File: src/decode_cfg.svh
/*
 * Core configuration macros for the decode stage
 * Data width, warp and thread counts, uuid width
 */
`ifndef DECODE_CFG_SVH
`define DECODE_CFG_SVH

`define XLEN        32
`define NUM_WARPS   4
`define NUM_THREADS 4
`define UUID_WIDTH  8
`define NW_WIDTH    $clog2(`NUM_WARPS)

`endif
File: src/uop_pkg.sv
/*
 * Decoded micro-op definitions
 * Unit and operation encodings, micro-op struct
 */
`include "decode_cfg.svh"

package uop_pkg;

    typedef enum logic [1:0] {EX_ALU, EX_LSU, EX_SFU} ex_type_t;

    typedef logic [3:0] op_type_t;
    typedef logic [2:0] op_mod_t;

    localparam int MOD_BR = 0;   // op_mod bit for branch-unit ops

    typedef enum logic [3:0] {
        ALU_ADD, ALU_SUB, ALU_SLL, ALU_SLT, ALU_SLTU, ALU_XOR,
        ALU_SRL, ALU_SRA, ALU_OR, ALU_AND, ALU_LUI, ALU_AUIPC
    } alu_op_e;

    typedef enum logic [3:0] {
        BR_EQ, BR_NE, BR_LT, BR_GE, BR_LTU, BR_GEU, BR_JAL, BR_JALR,
        BR_ECALL, BR_EBREAK, BR_URET, BR_SRET, BR_MRET
    } br_op_e;

    typedef enum logic [3:0] {
        SFU_TMC, SFU_WSPAWN, SFU_SPLIT, SFU_JOIN, SFU_BAR, SFU_PRED,
        SFU_CSRRW, SFU_CSRRS, SFU_CSRRC
    } sfu_op_e;

    // LSU op is store bit then funct3
    localparam op_type_t LSU_FENCE = 4'd15;

    function automatic op_type_t lsu_op(input logic store, input logic [2:0] f3);
        return {store, f3};
    endfunction

    typedef struct packed {
        logic [`UUID_WIDTH-1:0]  uuid;
        logic [`NW_WIDTH-1:0]    wid;
        logic [`NUM_THREADS-1:0] tmask;
        logic [`XLEN-1:0]        pc;
        ex_type_t                ex_type;
        op_type_t                op_type;
        op_mod_t                 op_mod;
        logic                    use_pc;
        logic                    use_imm;
        logic [`XLEN-1:0]        imm;
        logic                    wb;
        logic [4:0]              rd;
        logic [4:0]              rs1;
        logic [4:0]              rs2;
        logic                    is_branch;
    } decode_uop_t;

endpackage

File: src/riscv_isa_pkg.sv
/*
 * RV32 instruction set encodings
 * Major opcodes, immediate formats, field positions
 */
package riscv_isa_pkg;

    typedef enum logic [6:0] {
        OPC_LOAD   = 7'h03,
        OPC_EXT1   = 7'h0B,    // GPU warp control
        OPC_FENCE  = 7'h0F,
        OPC_OP_IMM = 7'h13,
        OPC_AUIPC  = 7'h17,
        OPC_STORE  = 7'h23,
        OPC_OP     = 7'h33,
        OPC_LUI    = 7'h37,
        OPC_BRANCH = 7'h63,
        OPC_JALR   = 7'h67,
        OPC_JAL    = 7'h6F,
        OPC_SYSTEM = 7'h73
    } opcode_t;

    typedef enum logic [2:0] {
        IMM_NONE, IMM_I, IMM_S, IMM_B, IMM_U, IMM_J, IMM_CSR, IMM_CONST4
    } imm_sel_t;

    // Field positions within the instruction word
    localparam int OPC_LSB = 0;
    localparam int RD_LSB  = 7;
    localparam int F3_LSB  = 12;
    localparam int RS1_LSB = 15;
    localparam int RS2_LSB = 20;
    localparam int F7_LSB  = 25;

endpackage

File: src/decode_ctrl_if.sv
/*
 * Control word from the opcode decoder to the datapath
 */
`timescale 1ns/10ps

interface decode_ctrl_if;
    import riscv_isa_pkg::*;
    import uop_pkg::*;

    ex_type_t ex_type;
    op_type_t op_type;
    op_mod_t  op_mod;
    logic     use_pc, use_imm;
    logic     use_rd, use_rs1, use_rs2;
    imm_sel_t imm_sel;
    logic     is_wstall;
    logic     is_branch;

    modport ctrl (output ex_type, op_type, op_mod, use_pc, use_imm, use_rd, use_rs1,
                  use_rs2, imm_sel, is_wstall, is_branch);
    modport dp   (input  ex_type, op_type, op_mod, use_pc, use_imm, use_rd, use_rs1,
                  use_rs2, imm_sel, is_wstall, is_branch);
endinterface

File: src/decode_top.sv
/*
 * Decode stage top level
 * Control decoder, immediate, micro-op packing, pipeline register
 */
`timescale 1ns/10ps
`include "decode_cfg.svh"

module decode_top (
    input  logic                     clk,
    input  logic                     arst_n,
    input  logic                     flush,
    input  logic                     fetch_valid,
    output logic                     fetch_ready,
    input  logic [`UUID_WIDTH-1:0]   fetch_uuid,
    input  logic [`NW_WIDTH-1:0]     fetch_wid,
    input  logic [`NUM_THREADS-1:0]  fetch_tmask,
    input  logic [`XLEN-1:0]         fetch_pc,
    input  logic [31:0]              fetch_instr,
    output logic                     dec_valid,
    input  logic                     dec_ready,
    output logic [`UUID_WIDTH-1:0]   dec_uuid,
    output logic [`NW_WIDTH-1:0]     dec_wid,
    output logic [`NUM_THREADS-1:0]  dec_tmask,
    output logic [`XLEN-1:0]         dec_pc,
    output uop_pkg::ex_type_t        dec_ex_type,
    output uop_pkg::op_type_t        dec_op_type,
    output uop_pkg::op_mod_t         dec_op_mod,
    output logic                     dec_use_pc,
    output logic                     dec_use_imm,
    output logic [`XLEN-1:0]         dec_imm,
    output logic                     dec_wb,
    output logic [4:0]               dec_rd,
    output logic [4:0]               dec_rs1,
    output logic [4:0]               dec_rs2,
    output logic                     dec_is_branch,
    output logic                     sched_valid,
    output logic [`NW_WIDTH-1:0]     sched_wid,
    output logic                     sched_wstall
);
    import uop_pkg::*;

    decode_ctrl_if    ctrl_if ();
    logic [`XLEN-1:0] imm;
    decode_uop_t      uop_d, uop_q;

    instr_ctrl instr_ctrl_inst (.instr(fetch_instr), .ctrl(ctrl_if.ctrl));

    imm_gen imm_gen_inst (.instr(fetch_instr), .ctrl(ctrl_if.dp), .imm(imm));

    uop_assemble uop_assemble_inst (
        .instr (fetch_instr),
        .uuid  (fetch_uuid),
        .wid   (fetch_wid),
        .tmask (fetch_tmask),
        .pc    (fetch_pc),
        .ctrl  (ctrl_if.dp),
        .imm   (imm),
        .uop   (uop_d)
    );

    decode_stage_buf decode_stage_buf_inst (
        .clk          (clk),
        .arst_n       (arst_n),
        .flush        (flush),
        .in_valid     (fetch_valid),
        .in_ready     (fetch_ready),
        .in_uop       (uop_d),
        .ctrl         (ctrl_if.dp),
        .out_valid    (dec_valid),
        .out_ready    (dec_ready),
        .out_uop      (uop_q),
        .sched_valid  (sched_valid),
        .sched_wid    (sched_wid),
        .sched_wstall (sched_wstall)
    );

    assign dec_uuid      = uop_q.uuid;
    assign dec_wid       = uop_q.wid;
    assign dec_tmask     = uop_q.tmask;
    assign dec_pc        = uop_q.pc;
    assign dec_ex_type   = uop_q.ex_type;
    assign dec_op_type   = uop_q.op_type;
    assign dec_op_mod    = uop_q.op_mod;
    assign dec_use_pc    = uop_q.use_pc;
    assign dec_use_imm   = uop_q.use_imm;
    assign dec_imm       = uop_q.imm;
    assign dec_wb        = uop_q.wb;
    assign dec_rd        = uop_q.rd;
    assign dec_rs1       = uop_q.rs1;
    assign dec_rs2       = uop_q.rs2;
    assign dec_is_branch = uop_q.is_branch;

endmodule

File: src/decode_stage_buf.sv
/*
 * One-entry valid/ready pipeline register with flush
 * Scheduler stall notice on input transfer
 */
`timescale 1ns/10ps
`include "decode_cfg.svh"

module decode_stage_buf (
    input  logic                     clk,
    input  logic                     arst_n,
    input  logic                     flush,
    input  logic                     in_valid,
    output logic                     in_ready,
    input  uop_pkg::decode_uop_t     in_uop,
    decode_ctrl_if.dp                ctrl,
    output logic                     out_valid,
    input  logic                     out_ready,
    output uop_pkg::decode_uop_t     out_uop,
    output logic                     sched_valid,
    output logic [`NW_WIDTH-1:0]     sched_wid,
    output logic                     sched_wstall
);

    logic in_fire;

    assign in_ready = (~out_valid | out_ready) & ~flush;
    assign in_fire  = in_valid & in_ready;

    always_ff @(posedge clk or negedge arst_n) begin
        if (!arst_n) begin
            out_valid <= 1'b0;
        end else if (flush) begin
            out_valid <= 1'b0;
        end else if (in_ready) begin
            out_valid <= in_valid;
        end
    end

    always_ff @(posedge clk) begin
        if (in_fire) begin
            out_uop <= in_uop;
        end
    end

    // Warp scheduler notice
    assign sched_valid  = in_fire;
    assign sched_wid    = in_uop.wid;
    assign sched_wstall = ctrl.is_wstall;

endmodule

File: src/uop_assemble.sv
/*
 * Register index masking, write-back flag, micro-op packing
 */
`timescale 1ns/10ps
`include "decode_cfg.svh"

module uop_assemble (
    input  logic [31:0]             instr,
    input  logic [`UUID_WIDTH-1:0]  uuid,
    input  logic [`NW_WIDTH-1:0]    wid,
    input  logic [`NUM_THREADS-1:0] tmask,
    input  logic [`XLEN-1:0]        pc,
    decode_ctrl_if.dp               ctrl,
    input  logic [`XLEN-1:0]        imm,
    output uop_pkg::decode_uop_t    uop
);
    import riscv_isa_pkg::*;

    logic [4:0] rd, rs1, rs2;

    assign rd  = ctrl.use_rd  ? instr[RD_LSB  +: 5] : 5'd0;
    assign rs1 = ctrl.use_rs1 ? instr[RS1_LSB +: 5] : 5'd0;
    assign rs2 = ctrl.use_rs2 ? instr[RS2_LSB +: 5] : 5'd0;

    always_comb begin
        uop.uuid      = uuid;
        uop.wid       = wid;
        uop.tmask     = tmask;
        uop.pc        = pc;
        uop.ex_type   = ctrl.ex_type;
        uop.op_type   = ctrl.op_type;
        uop.op_mod    = ctrl.op_mod;
        uop.use_pc    = ctrl.use_pc;
        uop.use_imm   = ctrl.use_imm;
        uop.imm       = imm;
        uop.wb        = ctrl.use_rd && (rd != 5'd0);   // x0 never written
        uop.rd        = rd;
        uop.rs1       = rs1;
        uop.rs2       = rs2;
        uop.is_branch = ctrl.is_branch;
    end

endmodule

File: src/imm_gen.sv
/*
 * Immediate generator, sign extended per format
 */
`timescale 1ns/10ps
`include "decode_cfg.svh"

module imm_gen (
    input  logic [31:0]        instr,
    decode_ctrl_if.dp          ctrl,
    output logic [`XLEN-1:0]   imm
);
    import riscv_isa_pkg::*;

    logic        is_shift;
    logic [11:0] i_imm, s_imm;
    logic [12:0] b_imm;
    logic [20:0] j_imm;

    // Only OP-IMM shifts carry a shamt
    assign is_shift = (instr[OPC_LSB +: 7] == OPC_OP_IMM) && (instr[F3_LSB +: 2] == 2'b01);

    assign i_imm = is_shift ? {7'b0, instr[24:20]} : instr[31:20];
    assign s_imm = {instr[F7_LSB +: 7], instr[RD_LSB +: 5]};
    assign b_imm = {instr[31], instr[7], instr[30:25], instr[11:8], 1'b0};
    assign j_imm = {instr[31], instr[19:12], instr[20], instr[30:21], 1'b0};

    always_comb begin
        case (ctrl.imm_sel)
            IMM_I:      imm = {{(`XLEN-12){i_imm[11]}}, i_imm};
            IMM_S:      imm = {{(`XLEN-12){s_imm[11]}}, s_imm};
            IMM_B:      imm = {{(`XLEN-13){b_imm[12]}}, b_imm};
            IMM_U:      imm = {instr[31:12], 12'b0};
            IMM_J:      imm = {{(`XLEN-21){j_imm[20]}}, j_imm};
            IMM_CSR:    imm = {{(`XLEN-17){1'b0}}, instr[RS1_LSB +: 5], instr[31:20]};
            IMM_CONST4: imm = `XLEN'd4;
            default:    imm = '0;
        endcase
    end

endmodule

File: src/instr_ctrl.sv
/*
 * Opcode and function-field decoder
 * ALU, branch, system and GPU op tables
 */
`timescale 1ns/10ps

module instr_ctrl (
    input  logic [31:0]   instr,
    decode_ctrl_if.ctrl   ctrl
);
    import riscv_isa_pkg::*;
    import uop_pkg::*;

    opcode_t     opcode;
    logic [2:0]  f3;
    logic [6:0]  f7;
    logic [11:0] u12;
    alu_op_e     alu_op;
    br_op_e      br_op;
    br_op_e      sys_op;
    sfu_op_e     gpu_op;

    assign opcode = opcode_t'(instr[OPC_LSB +: 7]);
    assign f3     = instr[F3_LSB +: 3];
    assign f7     = instr[F7_LSB +: 7];
    assign u12    = instr[RS2_LSB +: 12];

    always_comb begin
        case (f3)
            3'h0: alu_op = (opcode == OPC_OP && f7[5]) ? ALU_SUB : ALU_ADD;
            3'h1: alu_op = ALU_SLL;
            3'h2: alu_op = ALU_SLT;
            3'h3: alu_op = ALU_SLTU;
            3'h4: alu_op = ALU_XOR;
            3'h5: alu_op = f7[5] ? ALU_SRA : ALU_SRL;
            3'h6: alu_op = ALU_OR;
            default: alu_op = ALU_AND;
        endcase

        case (f3)
            3'h1: br_op = BR_NE;
            3'h4: br_op = BR_LT;
            3'h5: br_op = BR_GE;
            3'h6: br_op = BR_LTU;
            3'h7: br_op = BR_GEU;
            default: br_op = BR_EQ;
        endcase

        case (u12)
            12'h001: sys_op = BR_EBREAK;
            12'h002: sys_op = BR_URET;
            12'h102: sys_op = BR_SRET;
            12'h302: sys_op = BR_MRET;
            default: sys_op = BR_ECALL;
        endcase

        case (f3)
            3'h0: gpu_op = SFU_TMC;
            3'h1: gpu_op = SFU_WSPAWN;
            3'h2: gpu_op = SFU_SPLIT;
            3'h3: gpu_op = SFU_JOIN;
            3'h4: gpu_op = SFU_BAR;
            default: gpu_op = SFU_PRED;
        endcase
    end

    always_comb begin
        ctrl.ex_type   = EX_ALU;
        ctrl.op_type   = '0;
        ctrl.op_mod    = '0;
        ctrl.use_pc    = 1'b0;
        ctrl.use_imm   = 1'b0;
        ctrl.use_rd    = 1'b0;
        ctrl.use_rs1   = 1'b0;
        ctrl.use_rs2   = 1'b0;
        ctrl.imm_sel   = IMM_NONE;
        ctrl.is_wstall = 1'b0;
        ctrl.is_branch = 1'b0;

        case (opcode)
            OPC_OP_IMM, OPC_OP: begin
                ctrl.op_type = alu_op;
                ctrl.use_rd  = 1'b1;
                ctrl.use_rs1 = 1'b1;
                ctrl.use_rs2 = (opcode == OPC_OP);
                ctrl.use_imm = (opcode == OPC_OP_IMM);
                ctrl.imm_sel = (opcode == OPC_OP_IMM) ? IMM_I : IMM_NONE;
            end
            OPC_LUI, OPC_AUIPC: begin
                ctrl.op_type = (opcode == OPC_LUI) ? ALU_LUI : ALU_AUIPC;
                ctrl.use_pc  = (opcode == OPC_AUIPC);
                ctrl.use_rd  = 1'b1;
                ctrl.use_imm = 1'b1;
                ctrl.imm_sel = IMM_U;
            end
            OPC_JAL, OPC_JALR, OPC_BRANCH: begin
                ctrl.op_mod[MOD_BR] = 1'b1;
                ctrl.use_imm   = 1'b1;
                ctrl.is_wstall = 1'b1;
                ctrl.is_branch = 1'b1;
                ctrl.use_pc    = (opcode != OPC_JALR);   // JALR is rs1 relative
                ctrl.use_rd    = (opcode != OPC_BRANCH);
                ctrl.use_rs1   = (opcode != OPC_JAL);
                ctrl.use_rs2   = (opcode == OPC_BRANCH);
                case (opcode)
                    OPC_JAL: begin
                        ctrl.op_type = BR_JAL;
                        ctrl.imm_sel = IMM_J;
                    end
                    OPC_JALR: begin
                        ctrl.op_type = BR_JALR;
                        ctrl.imm_sel = IMM_I;
                    end
                    default: begin
                        ctrl.op_type = br_op;
                        ctrl.imm_sel = IMM_B;
                    end
                endcase
            end
            OPC_LOAD, OPC_STORE: begin
                ctrl.ex_type = EX_LSU;
                ctrl.op_type = lsu_op(opcode == OPC_STORE, f3);
                ctrl.use_imm = 1'b1;
                ctrl.use_rs1 = 1'b1;
                ctrl.use_rd  = (opcode == OPC_LOAD);
                ctrl.use_rs2 = (opcode == OPC_STORE);
                ctrl.imm_sel = (opcode == OPC_LOAD) ? IMM_I : IMM_S;
            end
            OPC_FENCE: begin
                ctrl.ex_type = EX_LSU;
                ctrl.op_type = LSU_FENCE;
            end
            OPC_SYSTEM: begin
                ctrl.use_rd    = 1'b1;
                ctrl.use_imm   = 1'b1;
                ctrl.is_wstall = 1'b1;
                if (f3[1:0] != 2'b00) begin   // CSR access
                    ctrl.ex_type = EX_SFU;
                    ctrl.op_type = op_type_t'(SFU_CSRRW) + op_type_t'(f3[1:0] - 2'd1);
                    ctrl.use_imm = f3[2];
                    ctrl.use_rs1 = ~f3[2];
                    ctrl.imm_sel = IMM_CSR;
                end else begin
                    ctrl.op_type = sys_op;
                    ctrl.op_mod[MOD_BR] = 1'b1;
                    ctrl.use_pc  = 1'b1;
                    ctrl.imm_sel = IMM_CONST4;   // Return address PC + 4
                end
            end
            OPC_EXT1: begin
                if (f7 == 7'h00 && f3 <= 3'h5) begin
                    ctrl.ex_type   = EX_SFU;
                    ctrl.op_type   = gpu_op;
                    ctrl.is_wstall = 1'b1;
                    ctrl.use_rs1   = 1'b1;
                    ctrl.use_rd    = (gpu_op == SFU_SPLIT);
                    ctrl.use_rs2   = (gpu_op == SFU_WSPAWN || gpu_op == SFU_BAR ||
                                      gpu_op == SFU_PRED);
                end
            end
            default: ;
        endcase
    end

endmodule

File: config.mk
export PLATFORM = sky130hd
export DESIGN_NAME = decode_top
export DESIGN_NICKNAME = d
export VERILOG_FILES = /design/src/uop_pkg.sv /design/src/riscv_isa_pkg.sv /design/src/decode_ctrl_if.sv /design/src/decode_top.sv /design/src/decode_stage_buf.sv /design/src/uop_assemble.sv /design/src/imm_gen.sv /design/src/instr_ctrl.sv
export VERILOG_INCLUDE_DIRS = /design/src /design/src/src
export SDC_FILE = /design/constraint.sdc
export NUM_CORES = 1
export LEC_CHECK = 0
export ABC_CLOCK_PERIOD_IN_PS = 5000
export BUFFER_PORTS_ARGS = -buffer_cell sky130_fd_sc_hd__buf_2
export CORE_MARGIN = 4
export CORE_UTILIZATION = 35
export DETAILED_ROUTE_END_ITERATION = 12
export GPL_TIMING_DRIVEN = 0
export HOLD_SLACK_MARGIN = 0.08
export PLACE_DENSITY_LB_ADDON = 0.1
export SLEW_MARGIN = 10
export SYNTH_ARGS = -nofsm -noshare
export SYNTH_HDL_FRONTEND = slang
export SYNTH_HIERARCHICAL = 1
export SYNTH_SLANG_ARGS = --single-unit
export TNS_END_PERCENT = 10
File: constraint.sdc
create_clock -name clk -period 5 [get_ports clk]
set_clock_uncertainty 0.1 [all_clocks]
set_input_delay 0.5 -clock clk [delete_from_list [all_inputs] [get_ports clk]]
set_output_delay 0.5 -clock clk [all_outputs]
set_load 0.1 [all_outputs]
# Yosys cells after proc, flatten, opt, wreduce, memory -nomap -nowiden
# Cells that the tools add are included.
# totals
input_bits,83
register_bits,105
# op_classes
reduce_logical,20
n_mux,38
n_eq_ne,38
n_addsub,2
bitwise,6
magnitude_cmp,1
# op_table
operator,n
$pmux 32 s7,1
$pmux 4 s7,2
$pmux 3 s5,3
$eq 3x3->1 const B,10
$eq 7x7->1 const B,4
$eq 7x6->1 const B,3
$ne 7x7->1 const B,3
$eq 3x2->1 const B,5
$eq 7x4->1 const B,2
$eq 7x5->1 const B,2
$mux 1,14
$eq 12x1->1 const B,1
$eq 12x10->1 const B,1
$eq 12x2->1 const B,1
$eq 12x9->1 const B,1
$mux 12,1
$pmux 1 s4,3
$pmux 3 s2,2
$pmux 3 s4,1
$eq 3x1->1 const B,3
$reduce_or 4->1,2
$eq 7x2->1 const B,1
$logic_not 7->1,1
$reduce_or 7->1,1
other kinds (22),37

# Depth between registers and ports, before layout
# depth
depth_word,8
mapped_depth,12
ltp_nobuf,9

# Hierarchy
# The synthesis kept the hierarchy.
# by_module_without_submodules
mod,cells_per_inst,instances,area_each_um2,seq_area_each_um2
decode_stage_buf,114,1,3270.6,3208.1
instr_ctrl,147,1,854.6,0.0
uop_assemble,107,1,785.8,0.0
imm_gen,105,1,639.4,0.0

# Least setup slack after synthesis
# OpenSTA, ideal clock, no wires.
# synth_timing
kind,reg-to-reg
startpoint,register decode_stage_buf_inst.out_valid
endpoint,register decode_stage_buf_inst/out_uop[0] (netlist bit) (enable)
path_stages_with_launch,3
arrival_time_ps,6185
path_slack_ps,-1891
cell_sequence,dfrtp_1 -> nor2b_4 -> nor3b_2
# synth_between
elab_chain_len,4
# synth_rtl
item,line_no,rtl
start: declaration,decode_stage_buf.sv:16,"output logic out_valid,"
start signal: assignment,decode_stage_buf.sv:35,out_valid <= in_valid;
$not 1->1,decode_stage_buf.sv:26,assign in_ready = (~out_valid | out_ready) & ~flush;
$or 1x1->1,decode_stage_buf.sv:26,
$and 1x1->1,decode_stage_buf.sv:26,
$and 1x1->1,decode_stage_buf.sv:27,assign in_fire = in_valid & in_ready;
named net sched_valid,decode_top.sv:36,"output logic sched_valid,"
end signal: assignment,decode_stage_buf.sv:41,out_uop <= in_uop;
end: declaration,decode_stage_buf.sv:18,"output uop_pkg::decode_uop_t out_uop,"
# The timed path passes the listed nets, and every way through them passes these cells.
# A chain may end at the register's enable or synchronous reset.

# Final worst setup path
# layout_timing
startpoint,input port fetch_instr[13]
endpoint,"register decode_stage_buf_inst/out_uop[32] (netlist bit), data pin"
# layout_between
elab_chain_len,5
# layout_rtl
item,line_no,rtl
start: declaration,decode_top.sv:18,"input logic [31:0] fetch_instr,"
$reduce_bool 2->1 *,instr_ctrl.sv:137,if (f3[1:0] != 2'b00) begin
$mux 1 *,instr_ctrl.sv:137,
$pmux 3 s5 *,instr_ctrl.sv:80,case (opcode)
named net ctrl_if.imm_sel[0],decode_ctrl_if.sv:15,imm_sel_t imm_sel;
$eq 3x3->1 (tied with other cells),imm_gen.sv:28,case (ctrl.imm_sel)
$pmux 32 s7 *,imm_gen.sv:28,
named net imm[15],decode_top.sv:43,logic [`XLEN-1:0] imm;
# The timed path passes the listed nets; every way through them passes the cells marked *.

==> impl_metrics.yaml <==
floorplan:
  die_w_um: 134
  dieArea_sq_um: 17900
  die_y_um: 134
  placeableCoreArea_sq_um: 15400
  ios: 195
  start_util: 0.361
  rows: 45
drt:
  avgViaCountPerCell: 4.68
  final_antenna_net_count: 0
  wl_um: 14500
  num_vias: 4013
  dr.pass1.iters: 4
  drc: 0
  drt_iter0_markers: 199
  post_drt_wl_per_cell_um: 16.9
sta:
  worst_slack_ps: 1940
  worst_pin_slew_ps: 881
  max_freq_mhz: 327
  hold_violations: 0
  slew_violations: 0
  fin_crit_sh: 0.611
  slew_headroom: 0.405
  rsz0062_at_grt: "no"
  setup_viol: 0
  min_period_ps: 3060
cts:
  h-tree-depth: 3
  cts.sinks: 107
  clkTransAtPathRegs_ps: 80
  clockBufferDepth: 2
  clk_latency_ps: 350
  cts_tree: "built"
  numCtsBuffers: 9
  root_buffer: "clkbuf_16"
  cts_setup_buffers: 0
critical_path:
  critPathKind: "in2reg"
  slowest_delay_ps: 300
  startpoint_type: "input port"
  cp_slowest_cell: "ha_1"
  cp-end-kind: "register"
  cp_cell_sequence: "buf_2, inv_1, ha_1, nor2b_1, o22ai_1, and3_1, a21o_1, or2_2, clkbuf_1, nand3_1, o22ai_1, buf_4"
  crit_top_cell: "o22ai_1"
  cp_data_required_time_ps: 5010
  worstPathArrival_ps: 3070
  cp_max_fo: 10
  crit_family: "simple AND/OR/NAND/NOR gates"
  path_buf_inv: 4
logic_synthesis:
  yosysWarnings: 6
  synthArstFlopShare: 0.00935
  synth_seq_cells: 107
  synth_ff_type: "edfxtp_1"
  netlist_instances: 473
  ys_top_cells_by_area: "edfxtp_1 (57%), buf_4 (13%), o21ai_0 (2.6%), nand2_1 (2.2%), a21oi_1 (1.8%)"
  netlist.area_leader.share: 0.573
  syn_area_per_cell_sq_um: 11.7
  synthDistinctLibCells: 63
  yosysSeqAreaShare: 0.578
  synth_largest_area_cell: "edfxtp_1"
  synth_edf_count: 106
  synth_area_sq_um: 5550
cells_and_area:
  area_growth_pct: 26.1
  n_antenna_cell: 0
  fillers: 1491
  final_common_cell: "buf_2"
  regArea_sq_um: 3210
  final_nets: 729
  multi_input_area_sq_um: 1510
  mostFrequentLayoutCells: "buf_2 (156), edfxtp_1 (106), buf_4 (95), nand2_1 (33), o21ai_0 (29)"
  final_cells: 857
  layout-drive-gt1-share: 0.454
grt:
  grt_max_degree: 21
  antenna_found_initial: 0
  overflow: 0
  gr-usage-all-layers: 0.161
  grt_pass1_wl_um: 22500
  grt_pass1_vias: 4010
place:
  routabilityCongestion: 0.890
  dp_cells: 840
  place_ws_ps: 1570
  portBuffers: 148
  hpwl_um: 11200
run_status:
  status: "complete, no violations"
min_path:
  hold_path.class: "in2reg"
power:
  power.density_nw_per_um2: 325
  total_leakage_power_nw: 2.88
  vdd_drop_max_v: 0.000155
flow_run:
  max_cap_viol_count: 0
through the flow:
stage | cell area [sq um] | utilization | power, mW | hold slack, ps | TNS (ps)
finish | 7000 | 0.455 | 2.27 | 217 | 0
global route | 7000 | 0.455 | 2.38 | 192 | 0
CTS | 7000 | 0.455 | 2.31 | 196 | 0
detailed placement | 6700 | 0.436 | 1.60 | 176 | 0
global placement | 6570 | 0.427 | 1.59 | 175 | -2740
floorplan | 5560 | - | 1.49 | 104 | 0
routing by layer:
layer | vias to the layer above | part of all wire | GRT usage
li1 | 1939 | - | -
met1 | 1906 | 0.43 | 0.205
met2 | 152 | 0.47 | 0.261
met3 | 16 | 0.080 | 0.0454
met4 | 0 | 0.017 | 0.0594
met5 | - | 0 | 0
where the power goes:
group	leakage (nW)	switching, mW	internal (mW)
sequential	0.975	0.00901	1.03
combinational	1.76	0.419	0.116
clock	0.141	0.349	0.351
total	2.88	0.777	1.50
flip-flops by register name, indices dropped and copies added, names as in the netlist:
name,cells
decode_stage_buf_inst/out_uop,106
decode_stage_buf_inst/out_valid,1
path summary, 6_finish.rpt:
| kind | slack (ps) | to | cells after the start | startpoint |
|---|---|---|---|---|
| setup / recovery | 1940 | decode_stage_buf_inst/out_uop[32] | 12 | fetch_instr[13] |
| hold / removal | 220 | decode_stage_buf_inst/out_uop[105] | 1 | fetch_uuid[7] |
| setup reg to reg | 2390 | decode_stage_buf_inst/out_uop[51] | 8 | decode_stage_buf_inst/out_valid |
| hold reg to reg | 580 | decode_stage_buf_inst/out_valid | 2 | decode_stage_buf_inst/out_valid |
| max in group asynchronous | 4370 | decode_stage_buf_inst/out_valid | 2 | arst_n |
| min in group asynchronous | 350 | decode_stage_buf_inst/out_valid | 2 | arst_n |
what timing repair did:
item                       CTS  global route
hold buffers                 1             0
gates resized for setup      0             0
setup endpoints to repair    0             0
hold endpoints to repair     1             0
layout make-up:
cell class              count  area share
plain buffers             113       0.115
flip-flops and latches    107       0.458
inverters                  11     0.00590
well taps                 211      0.0377
multi-input cells         243       0.215
clock buffers               9      0.0322
repair buffers            156       0.126
clock inverters             7      0.0100
cell usage after synthesis, types with 2 or more instances:
master / instances
nand2_1: 33
a31oi_1: 2
clkbuf_1: 6
nor3_1: 4
a22o_1: 7
and2_1: 15
nor2_1: 26
buf_1: 2
o32ai_1: 2
a2bb2oi_1: 3
o22ai_1: 10
buf_2: 8
nor2b_1: 15
edfxtp_1: 106
o21ai_2: 4
buf_6: 2
nand3b_1: 2
buf_4: 95
o31ai_1: 2
nor4_1: 3
ha_1: 5
nand4_1: 2
o21ai_0: 29
nand3_1: 16
nand2b_1: 5
inv_1: 10
a21oi_1: 20
nor3b_1: 2
or2_2: 2
and3_1: 2
cells by family after synthesis:
logic type,synth area share
AND/OR/NAND/NOR,0.147
buffers and inverters,0.153
flip-flops,0.578
AO/OA/AOI/OAI,0.109
adder cells (fa/ha/maj),0.0113
XOR/XNOR,0.00158
other,0.000676
Note: power is estimated with default switching activity, not from simulation.
